`src/ec_defines.svh`:
```
`ifndef EC_DEFINES_SVH
`define EC_DEFINES_SVH

// range coder widths.
`define EC_RANGE_W     16     // range and frequency bounds.
`define EC_SYM_W       4      // symbol index, 0 to 15.
`define EC_NSYM_W      5      // symbol count, holds 16.
`define EC_LUT_AW      8      // offset table address, {n, symbol}.
`define EC_LUT_DW      16     // offset table data.
`define EC_LOW_W       32     // low word, wraps without carry.

`define EC_RANGE_INIT  32768  // range after reset.

`endif

```
`src/ec_pkg.sv`:
```
`include "ec_defines.svh"

package ec_pkg;

  // one symbol to encode.
  typedef struct packed {
    logic [`EC_RANGE_W-1:0] fl;      // low cumulative bound.
    logic [`EC_RANGE_W-1:0] fh;      // high cumulative bound.
    logic [`EC_SYM_W-1:0]   symbol;  // symbol index.
    logic [`EC_NSYM_W-1:0]  nsyms;   // symbols in the alphabet.
    logic                   is_bool; // table addressed as two symbols.
  } ec_req_t;

  // prescaled bounds and table offsets out of stage one.
  typedef struct packed {
    logic [`EC_RANGE_W-1:0] uu;         // fl >> 6.
    logic [`EC_RANGE_W-1:0] vv;         // fh >> 6.
    logic [`EC_LUT_DW-1:0]  lut_u;      // offset added to u.
    logic [`EC_LUT_DW-1:0]  lut_v;      // offset added to v.
    logic                   lower_half; // fl below half range.
  } ec_stage1_t;

  // Result of one coded symbol, after renormalization.
  typedef struct packed {
    logic [`EC_RANGE_W-1:0] rng;        // normalized range.
    logic [`EC_LOW_W-1:0]   low;        // low word after shift.
    logic [`EC_SYM_W-1:0]   shift;      // renormalization shift.
    logic [`EC_LOW_W-1:0]   total_bits; // running sum of shifts.
  } ec_result_t;

  // fill level of the output skid buffer.
  typedef enum logic [1:0] {
    BUF_EMPTY = 2'd0,
    BUF_ONE   = 2'd1,
    BUF_TWO   = 2'd2
  } ec_buf_state_e;

endpackage

```
`src/ec_encoder_top.sv`:
```
`timescale 1ns/10ps

module ec_encoder_top (
  input  logic               clk,
  input  logic               reset,
  input  logic               in_valid,
  input  ec_pkg::ec_req_t    in_req,
  output logic               in_ready,
  output logic               out_valid,
  output ec_pkg::ec_result_t out_res,
  input  logic               out_ready
);

  logic               req_valid;  // input stage to stage one.
  logic               req_ready;
  ec_pkg::ec_req_t    req;
  logic               s1_valid;   // stage one to range update.
  logic               s1_ready;
  ec_pkg::ec_stage1_t s1;
  logic               res_valid;  // range update to output buffer.
  logic               res_ready;
  ec_pkg::ec_result_t res;

  ec_input_stage ec_input_stage_inst (
    .clk      (clk),
    .reset    (reset),
    .in_valid (in_valid),
    .in_req   (in_req),
    .in_ready (in_ready),
    .s_valid  (req_valid),
    .s_req    (req),
    .s_ready  (req_ready)
  );

  stage_1 stage_1_inst (
    .clk       (clk),
    .reset     (reset),
    .in_valid  (req_valid),
    .in_req    (req),
    .in_ready  (req_ready),
    .out_valid (s1_valid),
    .out_s1    (s1),
    .out_ready (s1_ready)
  );

  ec_range_update ec_range_update_inst (
    .clk       (clk),
    .reset     (reset),
    .in_valid  (s1_valid),
    .in_s1     (s1),
    .in_ready  (s1_ready),
    .out_valid (res_valid),
    .out_res   (res),
    .out_ready (res_ready)
  );

  ec_output_stage ec_output_stage_inst (
    .clk       (clk),
    .reset     (reset),
    .in_valid  (res_valid),
    .in_res    (res),
    .in_ready  (res_ready),
    .out_valid (out_valid),
    .out_res   (out_res),
    .out_ready (out_ready)
  );

endmodule

```
`src/ec_input_stage.sv`:
```
`timescale 1ns/10ps

module ec_input_stage (
  input  logic            clk,
  input  logic            reset,
  input  logic            in_valid,
  input  ec_pkg::ec_req_t in_req,
  output logic            in_ready,
  output logic            s_valid,
  output ec_pkg::ec_req_t s_req,
  input  logic            s_ready
);

  logic accept; // request taken this cycle.

  // free when empty or when stage one drains us now.
  assign in_ready = !s_valid || s_ready;
  assign accept   = in_valid && in_ready;

  always_ff @(posedge clk) begin
    if (reset) begin
      s_valid <= 1'b0;
    end else if (accept) begin
      s_valid <= 1'b1;
    end else if (s_ready) begin
      s_valid <= 1'b0; // taken, nothing new behind it.
    end
  end

  // payload only moves on accept, so it holds while stalled.
  always_ff @(posedge clk) begin
    if (accept) begin
      s_req <= in_req;
    end
  end

endmodule

```
`src/ec_lut_offsets.sv`:
```
`timescale 1ns/10ps
`include "ec_defines.svh"

module ec_lut_offsets (
  input  logic [`EC_LUT_AW-1:0] addr,
  output logic [`EC_LUT_DW-1:0] u_off,
  output logic [`EC_LUT_DW-1:0] v_off
);

  logic [`EC_SYM_W-1:0] n;     // highest symbol index, nsyms - 1.
  logic [`EC_SYM_W-1:0] s;     // coded symbol.
  logic [`EC_SYM_W:0]   rem_v; // symbols above s.
  logic [`EC_SYM_W:0]   rem_u; // symbols from s upward.

  assign n = addr[`EC_LUT_AW-1:`EC_SYM_W];
  assign s = addr[`EC_SYM_W-1:0];

  // one extra bit so n - s + 1 can reach 16.
  assign rem_v = {1'b0, n} - {1'b0, s};
  assign rem_u = rem_v + 1'b1;

  always_comb begin
    if (s > n) begin
      u_off = '0; // symbol outside the alphabet.
      v_off = '0;
    end else begin
      // four per remaining symbol.
      u_off = {{(`EC_LUT_DW-`EC_SYM_W-3){1'b0}}, rem_u, 2'b00};
      v_off = {{(`EC_LUT_DW-`EC_SYM_W-3){1'b0}}, rem_v, 2'b00};
    end
  end

endmodule

```
`src/ec_output_stage.sv`:
```
`timescale 1ns/10ps
`include "ec_defines.svh"

module ec_output_stage (
  input  logic               clk,
  input  logic               reset,
  input  logic               in_valid,
  input  ec_pkg::ec_result_t in_res,
  output logic               in_ready,
  output logic               out_valid,
  output ec_pkg::ec_result_t out_res,
  input  logic               out_ready
);

  ec_pkg::ec_buf_state_e state_q; // entries held.
  ec_pkg::ec_result_t    tail_q;  // second entry, skid slot.
  ec_pkg::ec_result_t    rec;     // incoming record with total.
  logic [`EC_LOW_W-1:0]  total_q; // shifts accepted so far.
  logic                  push;
  logic                  pop;

  // both come straight off state_q, so out_ready never reaches in_ready.
  assign out_valid = (state_q != ec_pkg::BUF_EMPTY);
  assign in_ready  = (state_q != ec_pkg::BUF_TWO);

  assign push = in_valid && in_ready;
  assign pop  = out_valid && out_ready;

  always_comb begin
    rec            = in_res;
    rec.total_bits = total_q + in_res.shift; // includes this symbol.
  end

  always_ff @(posedge clk) begin
    if (reset) begin
      state_q <= ec_pkg::BUF_EMPTY;
      total_q <= '0;
    end else begin
      if (push) begin
        total_q <= rec.total_bits;
      end
      case (state_q)
        ec_pkg::BUF_EMPTY: if (push) state_q <= ec_pkg::BUF_ONE;
        ec_pkg::BUF_ONE: begin
          if (push && !pop) begin
            state_q <= ec_pkg::BUF_TWO;
          end else if (!push && pop) begin
            state_q <= ec_pkg::BUF_EMPTY;
          end
        end
        ec_pkg::BUF_TWO:   if (pop) state_q <= ec_pkg::BUF_ONE;
        default:           state_q <= ec_pkg::BUF_EMPTY;
      endcase
    end
  end

  // head is out_res, tail catches what arrives while head waits.
  always_ff @(posedge clk) begin
    case (state_q)
      ec_pkg::BUF_EMPTY: if (push) out_res <= rec;
      ec_pkg::BUF_ONE: begin
        if (push && pop) begin
          out_res <= rec;  // pass through.
        end else if (push) begin
          tail_q <= rec;   // head stalled.
        end
      end
      ec_pkg::BUF_TWO:   if (pop) out_res <= tail_q;
      default: ;
    endcase
  end

endmodule

```
`src/ec_range_update.sv`:
```
`timescale 1ns/10ps
`include "ec_defines.svh"

module ec_range_update (
  input  logic               clk,
  input  logic               reset,
  input  logic               in_valid,
  input  ec_pkg::ec_stage1_t in_s1,
  output logic               in_ready,
  output logic               out_valid,
  output ec_pkg::ec_result_t out_res,
  input  logic               out_ready
);

  logic [`EC_RANGE_W-1:0] rng_q;     // coder range state.
  logic [`EC_LOW_W-1:0]   low_q;     // coder low state.
  logic [`EC_RANGE_W-9:0] q;         // range >> 8.
  logic [`EC_RANGE_W+7:0] prod_u;    // q * uu.
  logic [`EC_RANGE_W+7:0] prod_v;    // q * vv.
  logic [`EC_RANGE_W:0]   u_val;     // scaled low bound plus offset.
  logic [`EC_RANGE_W:0]   v_val;     // scaled high bound plus offset.
  logic [`EC_RANGE_W:0]   rng_diff;  // new range before truncation.
  logic [`EC_RANGE_W:0]   low_add;   // r - u.
  logic [`EC_RANGE_W-1:0] rng_new;
  logic [`EC_LOW_W-1:0]   low_new;
  logic [`EC_SYM_W-1:0]   msb;       // top set bit of rng_new.
  logic [`EC_SYM_W-1:0]   d;         // renormalization shift.
  logic [`EC_RANGE_W-1:0] rng_norm;
  logic [`EC_LOW_W-1:0]   low_norm;
  logic                   accept;

  assign q      = rng_q[`EC_RANGE_W-1:8];
  assign prod_u = q * in_s1.uu;
  assign prod_v = q * in_s1.vv;
  assign u_val  = prod_u[`EC_RANGE_W+1:1] + in_s1.lut_u; // (q*uu >> 1) + offset.
  assign v_val  = prod_v[`EC_RANGE_W+1:1] + in_s1.lut_v;

  // interval update.
  assign low_add  = {1'b0, rng_q} - u_val;
  assign rng_diff = in_s1.lower_half ? (u_val - v_val) : ({1'b0, rng_q} - v_val);
  assign rng_new  = rng_diff[`EC_RANGE_W-1:0];
  assign low_new  = in_s1.lower_half ?
                    low_q + {{(`EC_LOW_W-`EC_RANGE_W-1){1'b0}}, low_add} : low_q;

  // priority encode, last hit is the highest bit.
  always_comb begin
    msb = '0;
    for (int i = 0; i < `EC_RANGE_W; i++) begin
      if (rng_new[i]) begin
        msb = i[`EC_SYM_W-1:0];
      end
    end
  end

  assign d        = 4'd15 - msb;
  assign rng_norm = rng_new << d;   // top bit back at 15.
  assign low_norm = low_new << d;   // wraps, no carry out.

  assign in_ready = !out_valid || out_ready;
  assign accept   = in_valid && in_ready;

  // state closes the loop in one cycle, back-to-back safe.
  always_ff @(posedge clk) begin
    if (reset) begin
      rng_q     <= `EC_RANGE_INIT;
      low_q     <= '0;
      out_valid <= 1'b0;
    end else begin
      if (accept) begin
        rng_q <= rng_norm;
        low_q <= low_norm;
      end
      if (accept) begin
        out_valid <= 1'b1;
      end else if (out_ready) begin
        out_valid <= 1'b0;
      end
    end
  end

  always_ff @(posedge clk) begin
    if (accept) begin
      out_res.rng        <= rng_norm;
      out_res.low        <= low_norm;
      out_res.shift      <= d;
      out_res.total_bits <= '0; // summed in the output stage.
    end
  end

endmodule

```
`src/stage_1.sv`:
```
`timescale 1ns/10ps
`include "ec_defines.svh"

module stage_1 (
  input  logic               clk,
  input  logic               reset,
  input  logic               in_valid,
  input  ec_pkg::ec_req_t    in_req,
  output logic               in_ready,
  output logic               out_valid,
  output ec_pkg::ec_stage1_t out_s1,
  input  logic               out_ready
);

  logic [`EC_NSYM_W-1:0] n_full;   // nsyms - 1, full width.
  logic [`EC_SYM_W-1:0]  n_eff;    // table row actually used.
  logic [`EC_LUT_AW-1:0] lut_addr; // {row, symbol}.
  logic [`EC_LUT_DW-1:0] lut_u;
  logic [`EC_LUT_DW-1:0] lut_v;
  logic                  accept;

  assign n_full = in_req.nsyms - 1'b1;
  // bool symbols always use the two-symbol row.
  assign n_eff    = in_req.is_bool ? {{(`EC_SYM_W-1){1'b0}}, 1'b1} :
                                     n_full[`EC_SYM_W-1:0];
  assign lut_addr = {n_eff, in_req.symbol};

  ec_lut_offsets ec_lut_offsets_inst (
    .addr  (lut_addr),
    .u_off (lut_u),
    .v_off (lut_v)
  );

  assign in_ready = !out_valid || out_ready;
  assign accept   = in_valid && in_ready;

  always_ff @(posedge clk) begin
    if (reset) begin
      out_valid <= 1'b0;
    end else if (accept) begin
      out_valid <= 1'b1;
    end else if (out_ready) begin
      out_valid <= 1'b0;
    end
  end

  always_ff @(posedge clk) begin
    if (accept) begin
      out_s1.uu         <= in_req.fl >> 6;   // prescale to 10 bits.
      out_s1.vv         <= in_req.fh >> 6;
      out_s1.lut_u      <= lut_u;
      out_s1.lut_v      <= lut_v;
      out_s1.lower_half <= !in_req.fl[`EC_RANGE_W-1]; // fl < 32768.
    end
  end

endmodule

```
`config.mk`:
```
export PLATFORM = sky130hd
export DESIGN_NAME = ec_encoder_top
export DESIGN_NICKNAME = d
export VERILOG_FILES = /design/src/ec_pkg.sv /design/src/ec_encoder_top.sv /design/src/ec_input_stage.sv /design/src/ec_lut_offsets.sv /design/src/ec_output_stage.sv /design/src/ec_range_update.sv /design/src/stage_1.sv
export VERILOG_INCLUDE_DIRS = /design/src
export SDC_FILE = /design/constraint.sdc
export NUM_CORES = 1
export LEC_CHECK = 0
export ABC_AREA = 1
export BUFFER_PORTS_ARGS = -buffer_cell sky130_fd_sc_hd__buf_2
export CORE_MARGIN = 2
export CORE_UTILIZATION = 57
export DETAILED_ROUTE_END_ITERATION = 10
export PLACE_DENSITY = 0.72
export SLEW_MARGIN = 5
export SYNTH_ARGS = -nofsm -noshare
export SYNTH_HDL_FRONTEND = slang
export SYNTH_HIERARCHICAL = 1
export SYNTH_SLANG_ARGS = --single-unit
```
`constraint.sdc`:
```
create_clock -name clk -period 14.25 [get_ports clk]
set_clock_uncertainty 0.2 [all_clocks]
set_input_delay 2.85 -clock clk [delete_from_list [all_inputs] [get_ports clk]]
set_output_delay 2.85 -clock clk [all_outputs]
set_load 0.005 [all_outputs]
```
==> results.sh, run 1 <==
export IMPL_min_path_type="flop to flop"
export IMPL_layout_common_cells="nand2_1, inv_1, nand3_1, edfxtp_1, a21oi_1"
export IMPL_fin_crit_sh=0.738
export IMPL_setup_tns_final_ns=0
export IMPL_num_antenna_cells=0
export IMPL_critPathKind="flop to flop"
export IMPL_hold_viol=0
export IMPL_post_cts_repair_setup_buffers=0
export IMPL_cts_repair_resized=0
export IMPL_finalMaxSlewViolations=0
export IMPL_mostFrequentLayoutCell="nand2_1"
export IMPL_pre_cts_ws_ns=3.87
export IMPL_grt_pass1_vias=21172
export IMPL_crit_arrival_ns=10.64
export IMPL_slowest_stage="dfxtp_1"
export IMPL_tightest_slew_ns=1.10
export IMPL_cts_buffer_depth=3
export IMPL_startpoint_type="flop"
export IMPL_nFillCells=4498
export IMPL_grt_setup_unrepaired="false"
export IMPL_worstPathRequired_ns=14.38
export IMPL_antenna_found_initial=0
export IMPL_ant_nets=0
export IMPL_rrSetupSlack_ns=3.74
export IMPL_cts_clk_slew_worst_paths_ns=0.07
export IMPL_syn_area_um2=28600
export IMPL_setup_viol=0
export IMPL_hold_buffers=0
export IMPL_status="complete, no violations"
export IMPL_first_pass_iters=6
export IMPL_synth_avg_cell_area_um2=8.02
export IMPL_fmax_ghz=0.0952
export IMPL_coreArea_um2=49900
export IMPL_clk_latency_ns=0.59
export IMPL_finalWorstSetupSlack_ns=3.74
export IMPL_die_w_um=228
export IMPL_grt_overflow_total=0
export IMPL_drt_iter0_drc=1757
export IMPL_place_gp_congestion=0.908
export IMPL_viasPerCell=5.23
export IMPL_crit_family="adder cells"
export IMPL_dr_total_vias=22665
export IMPL_syn_to_final_growth_pct=8.18
export IMPL_avgRoutedWirePerCell_um=15.1
export IMPL_drive_above_1_share=0.0814
export IMPL_finalWorstPathRequiredPeriod_ns=10.51
export IMPL_crit_buf_inv=10
export IMPL_initial_core_util=0.574
export IMPL_end_kind="flop"
export IMPL_grt_pass1_wl_um=106000
export IMPL_pin_count=132
export IMPL_htree_levels=2
export IMPL_dieArea_um2=52100
export IMPL_ys_warn_count=6
export IMPL_die_height_um=228
export IMPL_rows=82
export IMPL_critical_path_max_stage_delay_ns=0.82
export IMPL_critPathMaxFanout=48
export IMPL_cts_num_sinks=387
export IMPL_fin_util=0.621
export IMPL_cts_buffers=43
export IMPL_grt_max_degree=86
export IMPL_syn_inst=3572
export IMPL_post_dp_hpwl_um=47300
export IMPL_fin_nets=3960
export IMPL_cap_violations=0
export IMPL_drc=0
export IMPL_grt_total_usage=0.251
export IMPL_cts_root_buf="clkbuf_16"
export IMPL_maxSlewHeadroom=0.264
export IMPL_io_buffers=118
export IMPL_finalWirelength_um=65300
export IMPL_cts_tree="built"
sequential cells by signal, indices dropped and copies added (netlist names):
| signal | cells |
|---|---|
| ec_output_stage_inst/total_q | 32 |
| ec_range_update_inst/rng_q | 16 |
| ec_output_stage_inst/state_q | 2 |
| ec_input_stage_inst/s_req | 29 |
| stage_1_inst/out_s1 | 53 |
| stage_1_inst/out_valid | 1 |
| ec_output_stage_inst/tail_q | 84 |
| ec_input_stage_inst/s_valid | 1 |
| ec_range_update_inst/out_valid | 1 |
| ec_range_update_inst/low_q | 32 |
| ec_range_update_inst/out_res | 52 |
| ec_output_stage_inst/out_res | 84 |
final cells by class:
type                            instances  area (um2)  area share
Clock inverter                         31         357      0.0115
Sequential cell                       387       10800       0.348
Inverter                              657        2470      0.0798
Clock buffer                           49        1120      0.0361
Tap cell                              672         841      0.0271
Multi-Input combinational cell       2393       14600       0.473
Timing Repair Buffer                  143         778      0.0251
metal layers:
metal | GRT usage | vias up | share of wire
met1 | 0.344 | 10474 | 0.44
li1 | - | 11383 | -
met5 | 0 | - | 0
met3 | 0.0343 | 123 | 0.066
met2 | 0.417 | 685 | 0.46
met4 | 0.0748 | 0 | 0.029
path summary, 6_finish.rpt:
| check | startpoint | cells after the start | endpoint |
|---|---|---|---|
| setup / recovery | ec_range_update_inst/rng_q[13]$_SDFFE_PP0P_ | 43 | ec_range_update_inst/out_res[42]$_DFFE_PP_ |
| hold / removal | ec_input_stage_inst/s_req[20]$_DFFE_PP_ | 0 | stage_1_inst/out_s1[37]$_DFFE_PP_ |
| setup reg to reg | ec_range_update_inst/rng_q[13]$_SDFFE_PP0P_ | 43 | ec_range_update_inst/out_res[42]$_DFFE_PP_ |
| hold reg to reg | ec_input_stage_inst/s_req[20]$_DFFE_PP_ | 0 | stage_1_inst/out_s1[37]$_DFFE_PP_ |
through the flow:
stage	area, um2	hold slack [ns]	std cells
2_1_floorplan	28800	0.200	3604
6_report	31000	0.215	4332
3_5_place_dp	29500	0.205	4252
4_1_cts	31000	0.217	4332
5_1_grt	31000	0.221	4332
3_3_place_gp	29500	0.202	4252
Power of run 1 is not shown: default switching activity piles up to over one toggle a cycle in this logic, so the estimate is an artifact.
==> run 2, diff against run 1 <==
--- a/config.mk
+++ b/config.mk
@@ -6,7 +6,7 @@
 export SDC_FILE = /design/constraint.sdc
 export NUM_CORES = 1
 export LEC_CHECK = 0
-export ABC_AREA = 1
+export ABC_AREA = 0
 export BUFFER_PORTS_ARGS = -buffer_cell sky130_fd_sc_hd__buf_2
 export CORE_MARGIN = 2
 export CORE_UTILIZATION = 57
==> constraint.sdc (replaced) <==
create_clock -name clk -period 10.9 [get_ports clk]
set_clock_uncertainty 0.2 [all_clocks]
set_input_delay 2.18 -clock clk [delete_from_list [all_inputs] [get_ports clk]]
set_output_delay 2.18 -clock clk [all_outputs]
set_load 0.005 [all_outputs]
==> run 2 against run 1 <==
Effect of this change: first-iteration DRC count fell by 10%; final area about the same; setup slack worse by 3.3 ns; critical path type unchanged.
==> results.sh, run 2 <==
export IMPL_crit_arrival_ns=10.74
export IMPL_placed_area_um2=29500
export IMPL_cts_repair_resized=0
export IMPL_slowest_stage="dfxtp_1"
export IMPL_syn_to_final_growth_pct=9.51
export IMPL_worstPathRequired_ns=11.20
export IMPL_critical_path_max_stage_delay_ns=0.61
export IMPL_grt_max_degree=85
export IMPL_end_kind="flop"
export IMPL_io_buffers=118
export IMPL_crit_top_cell="ha_1"
export IMPL_coreArea_um2=49000
export IMPL_viasPerCell=5.78
export IMPL_status="complete, no violations"
export IMPL_critPathKind="flop to flop"
export IMPL_drive_above_1_share=0.112
export IMPL_cap_violations=0
export IMPL_place_gp_congestion=0.929
export IMPL_maxSlewHeadroom=0.291
export IMPL_drt_iter0_drc=1581
export IMPL_ant_nets=0
export IMPL_fin_util=0.633
export IMPL_dr_total_vias=21067
export IMPL_initial_core_util=0.578
export IMPL_critPathMaxFanout=16
export IMPL_setup_tns_final_ns=0
export IMPL_cts_tree="built"
export IMPL_finalWirelength_um=69600
export IMPL_finalMaxSlewViolations=0
export IMPL_grt_setup_unrepaired="false"
export IMPL_min_path_type="flop to flop"
export IMPL_cts_num_sinks=387
export IMPL_antenna_found_initial=2
export IMPL_post_dp_hpwl_um=51400
export IMPL_setup_viol=0
export IMPL_fmax_ghz=0.0958
export IMPL_grt_pass1_wl_um=110000
export IMPL_mostFrequentLayoutCell="nand2_1"
export IMPL_cts_buffer_depth=3
export IMPL_finalWorstPathRequiredPeriod_ns=10.44
export IMPL_fin_crit_sh=0.958
export IMPL_syn_inst=2849
export IMPL_cts_buffers=42
export IMPL_fin_area_um2=31000
export IMPL_htree_levels=2
export IMPL_cts_root_buf="clkbuf_16"
export IMPL_die_w_um=227
export IMPL_startpoint_type="flop"
export IMPL_layout_common_cells="nand2_1, edfxtp_1, inv_1, and2_1, nor2_1"
export IMPL_pin_count=132
export IMPL_post_cts_repair_setup_buffers=0
export IMPL_first_pass_iters=6
export IMPL_largestRegisters="ec_output_stage_inst/out_res (84), ec_output_stage_inst/tail_q (84), stage_1_inst/out_s1 (53)"
export IMPL_synth_avg_cell_area_um2=9.92
export IMPL_grt_total_usage=0.273
export IMPL_grt_pass1_vias=20603
export IMPL_syn_area_um2=28300
export IMPL_hold_viol=0
export IMPL_die_height_um=227
export IMPL_ys_warn_count=6
export IMPL_cts_clk_slew_worst_paths_ns=0.06
export IMPL_clk_latency_ns=0.59
export IMPL_tightest_slew_ns=1.06
export IMPL_fin_nets=3280
export IMPL_grt_overflow_total=0
export IMPL_avgRoutedWirePerCell_um=19.1
export IMPL_dieArea_um2=51400
export IMPL_rows=81
export IMPL_hold_buffers=0
export IMPL_drc=0
## run 2: metrics by stage
stage	hold WS, ns	setup WS [ns]	std cells
3_3_place_gp	0.202	0.545	3565
3_5_place_dp	0.205	0.489	3565
6_report	0.218	0.462	3644
4_1_cts	0.218	0.405	3643
5_1_grt	0.226	0.00435	3643
2_1_floorplan	0.200	1.66	2881
## run 2: final cells by class
class / count / area [um2]
sequential: 387 / 10800
antenna: 1 / 2.50
tap: 664 / 831
timing repair buffer: 168 / 978
fill: 4028 / 18000
clock buffer: 50 / 1140
multi-input combinational: 2098 / 16000
clock inverter: 28 / 345
inverter: 248 / 936
## run 2: critical path: cells and delay by family, from the launching register on
family	cells	cell delay, ns
buffers and inverters	6	0.67
AOI/OAI and AO/OA	16	3.68
adders and majority gates	8	2.88
DFF	1	0.61
and+or+nand+nor	8	1.02
muxes	2	0.62
xor gates and xnor gates	4	0.63
## run 2: layer usage
layer	part of all wire	GRT usage
met1	0.43	0.366
met2	0.48	0.451
met3	0.059	0.0372
met4	0.037	0.106
met5	0.00019	0
## run 2: worst paths after layout
kind,start,end,slack [ns],depth (start not counted)
min reg2reg,ec_input_stage_inst/s_req[17]$_DFFE_PP_,stage_1_inst/out_s1[34]$_DFFE_PP_,0.22,0
max reg2reg,ec_range_update_inst/rng_q[11]$_SDFFE_PP0P_,ec_range_update_inst/low_q[23]$_SDFFE_PP0P_,0.46,44
max,ec_range_update_inst/rng_q[11]$_SDFFE_PP0P_,ec_range_update_inst/low_q[23]$_SDFFE_PP0P_,0.46,44
min,ec_input_stage_inst/s_req[17]$_DFFE_PP_,stage_1_inst/out_s1[34]$_DFFE_PP_,0.22,0
Power of run 2 is left out for the same reason.
==> run 3, diff against run 2 <==
--- a/config.mk
+++ b/config.mk
@@ -9,9 +9,9 @@
 export ABC_AREA = 0
 export BUFFER_PORTS_ARGS = -buffer_cell sky130_fd_sc_hd__buf_2
 export CORE_MARGIN = 2
-export CORE_UTILIZATION = 57
+export CORE_UTILIZATION = 62
 export DETAILED_ROUTE_END_ITERATION = 10
-export PLACE_DENSITY = 0.72
+export PLACE_DENSITY = 0.77
 export SLEW_MARGIN = 5
 export SYNTH_ARGS = -nofsm -noshare
 export SYNTH_HDL_FRONTEND = slang
==> run 3 against run 2 <==
Effect of this change: sequential share of layout area grew 0.32 points; cell count shrank 2.1%; core utilization increased by 4.6 points; die area shrank 7.9%; critical endpoint is now ec_range_update_inst/rng_q[14]$_SDFFE_PP0P_.
==> results.sh, run 3 (synthesis gave the netlist of run 2 again) <==
export IMPL_crit_top_cell="fa_1"
export IMPL_cts_tree="built"
export IMPL_worst_r2r_cell_count=35
export IMPL_cts_num_sinks=387
export IMPL_setup_tns_final_ns=0
export IMPL_fin_util=0.679
export IMPL_finalMaxSlewViolations=0
export IMPL_critical_path_max_stage_delay_ns=0.62
export IMPL_initial_core_util=0.626
export IMPL_maxSlewHeadroom=0.252
export IMPL_clk_latency_ns=0.59
export IMPL_fin_crit_sh=0.957
export IMPL_post_cts_repair_setup_buffers=0
export IMPL_place_gp_congestion=0.951
export IMPL_grt_setup_unrepaired="false"
export IMPL_status="complete, no violations"
export IMPL_viasPerCell=5.95
export IMPL_startpoint_type="flop"
export IMPL_cts_buffer_depth=3
export IMPL_end_kind="flop"
export IMPL_slowest_stage="a2111oi_1"
export IMPL_grt_max_degree=91
export IMPL_rows=78
export IMPL_grt_pass1_vias=21048
export IMPL_ant_nets=0
export IMPL_finalWorstPathRequiredPeriod_ns=10.43
export IMPL_post_dp_hpwl_um=50800
export IMPL_hold_viol=0
export IMPL_die_height_um=218
export IMPL_worstPathRequired_ns=11.14
export IMPL_cap_violations=0
export IMPL_grt_overflow_total=0
export IMPL_min_to="stage_1_inst/out_s1[56]$_DFFE_PP_"
export IMPL_dr_total_vias=21208
export IMPL_fin_nets=3268
export IMPL_die_w_um=218
export IMPL_tightest_slew_ns=1.12
export IMPL_first_pass_iters=6
export IMPL_drive_above_1_share=0.107
export IMPL_cts_root_buf="clkbuf_16"
export IMPL_antenna_found_initial=0
export IMPL_fin_area_um2=30700
export IMPL_instances_no_fill=3566
export IMPL_coreArea_um2=45200
export IMPL_htree_levels=2
export IMPL_r2r_end="ec_range_update_inst/rng_q[14]$_SDFFE_PP0P_"
export IMPL_finalWirelength_um=68900
export IMPL_cts_buffers=41
export IMPL_mostFrequentLayoutCell="nand2_1"
export IMPL_hold_depth=0
export IMPL_placed_area_um2=29300
export IMPL_crit_arrival_ns=10.66
export IMPL_placed_cells=3490
export IMPL_grt_total_usage=0.295
export IMPL_dieArea_um2=47300
export IMPL_critPathMaxFanout=26
export IMPL_syn_to_final_growth_pct=8.52
export IMPL_rrSetupSlack_ns=0.47
export IMPL_critPathKind="flop to flop"
export IMPL_num_antenna_cells=0
export IMPL_drc=0
export IMPL_grt_pass1_wl_um=111000
export IMPL_hp_start="ec_input_stage_inst/s_req[39]$_DFFE_PP_"
export IMPL_io_buffers=118
export IMPL_avgRoutedWirePerCell_um=19.3
export IMPL_cts_clk_slew_worst_paths_ns=0.06
export IMPL_pin_count=132
export IMPL_nFillCells=3413
export IMPL_layout_common_cells="nand2_1, edfxtp_1, inv_1, and2_1, nor2_1"
export IMPL_largestRegisters="ec_output_stage_inst/out_res (84), ec_output_stage_inst/tail_q (84), stage_1_inst/out_s1 (53)"
export IMPL_min_path_type="flop to flop"
export IMPL_drt_iter0_drc=1754
export IMPL_r2r_start="stage_1_inst/out_s1[52]$_DFFE_PP_"
export IMPL_setup_viol=0
export IMPL_fmax_ghz=0.0959
[run 3: repair_timing]
| item | in CTS | in global routing |
|---|---|---|
| endpoints found under the setup margin | 0 | 16 |
| resized for setup | 0 | 5 |
| hold buffers | 0 | 0 |
| hold endpoints to repair | 0 | 0 |
[run 3: per-layer routing]
metal,GRT usage,part of all wire
met5,0,0
met4,0.107,0.038
met3,0.0432,0.062
met2,0.496,0.48
met1,0.390,0.42
[run 3: final cells by class]
cell class,count,area (um2),share of cell area
multi-input combinational,2098,16000,0.520
sequential,387,10800,0.351
clock buffer,52,1130,0.0368
inverter,248,936,0.0305
timing repair buffer,157,896,0.0292
tap,600,751,0.0245
clock inverter,24,243,0.00791
[run 3: worst max-delay path by stage]
stage	startpoint	to	cells past startpoint
floorplan	out_ready	ec_output_stage_inst/out_res[0]$_DFFE_PP_	4
global placement	ec_range_update_inst/rng_q[12]$_SDFFE_PP0P_	ec_range_update_inst/rng_q[14]$_SDFFE_PP0P_	36
detailed placement	ec_range_update_inst/rng_q[12]$_SDFFE_PP0P_	ec_range_update_inst/rng_q[14]$_SDFFE_PP0P_	38
CTS	ec_range_update_inst/rng_q[12]$_SDFFE_PP0P_	ec_range_update_inst/rng_q[14]$_SDFFE_PP0P_	36
global route	stage_1_inst/out_s1[52]$_DFFE_PP_	ec_range_update_inst/out_res[60]$_DFFE_PP_	39
finish	stage_1_inst/out_s1[52]$_DFFE_PP_	ec_range_update_inst/rng_q[14]$_SDFFE_PP0P_	35
[run 3: per-stage QoR]
step	setup slack, ns	hold WS [ns]
2_1_floorplan	1.66	0.200
3_3_place_gp	0.252	0.200
3_5_place_dp	0.167	0.205
4_1_cts	0.0689	0.217
5_1_grt	0.0849	0.225
6_report	0.474	0.218
[run 3: worst max-delay path: cells and delay by family (launching register included)]
kind | cells | cell delay [ns]
AO/OA/AOI/OAI | 13 | 3.00
XOR/XNOR | 4 | 1.46
adder cells (fa/ha/maj) | 7 | 2.95
buffers and inverters | 4 | 0.67
flip-flops | 1 | 0.53
multiplexers | 3 | 0.80
AND/OR/NAND/NOR | 4 | 0.64
Power of run 3 is left out for the same reason.
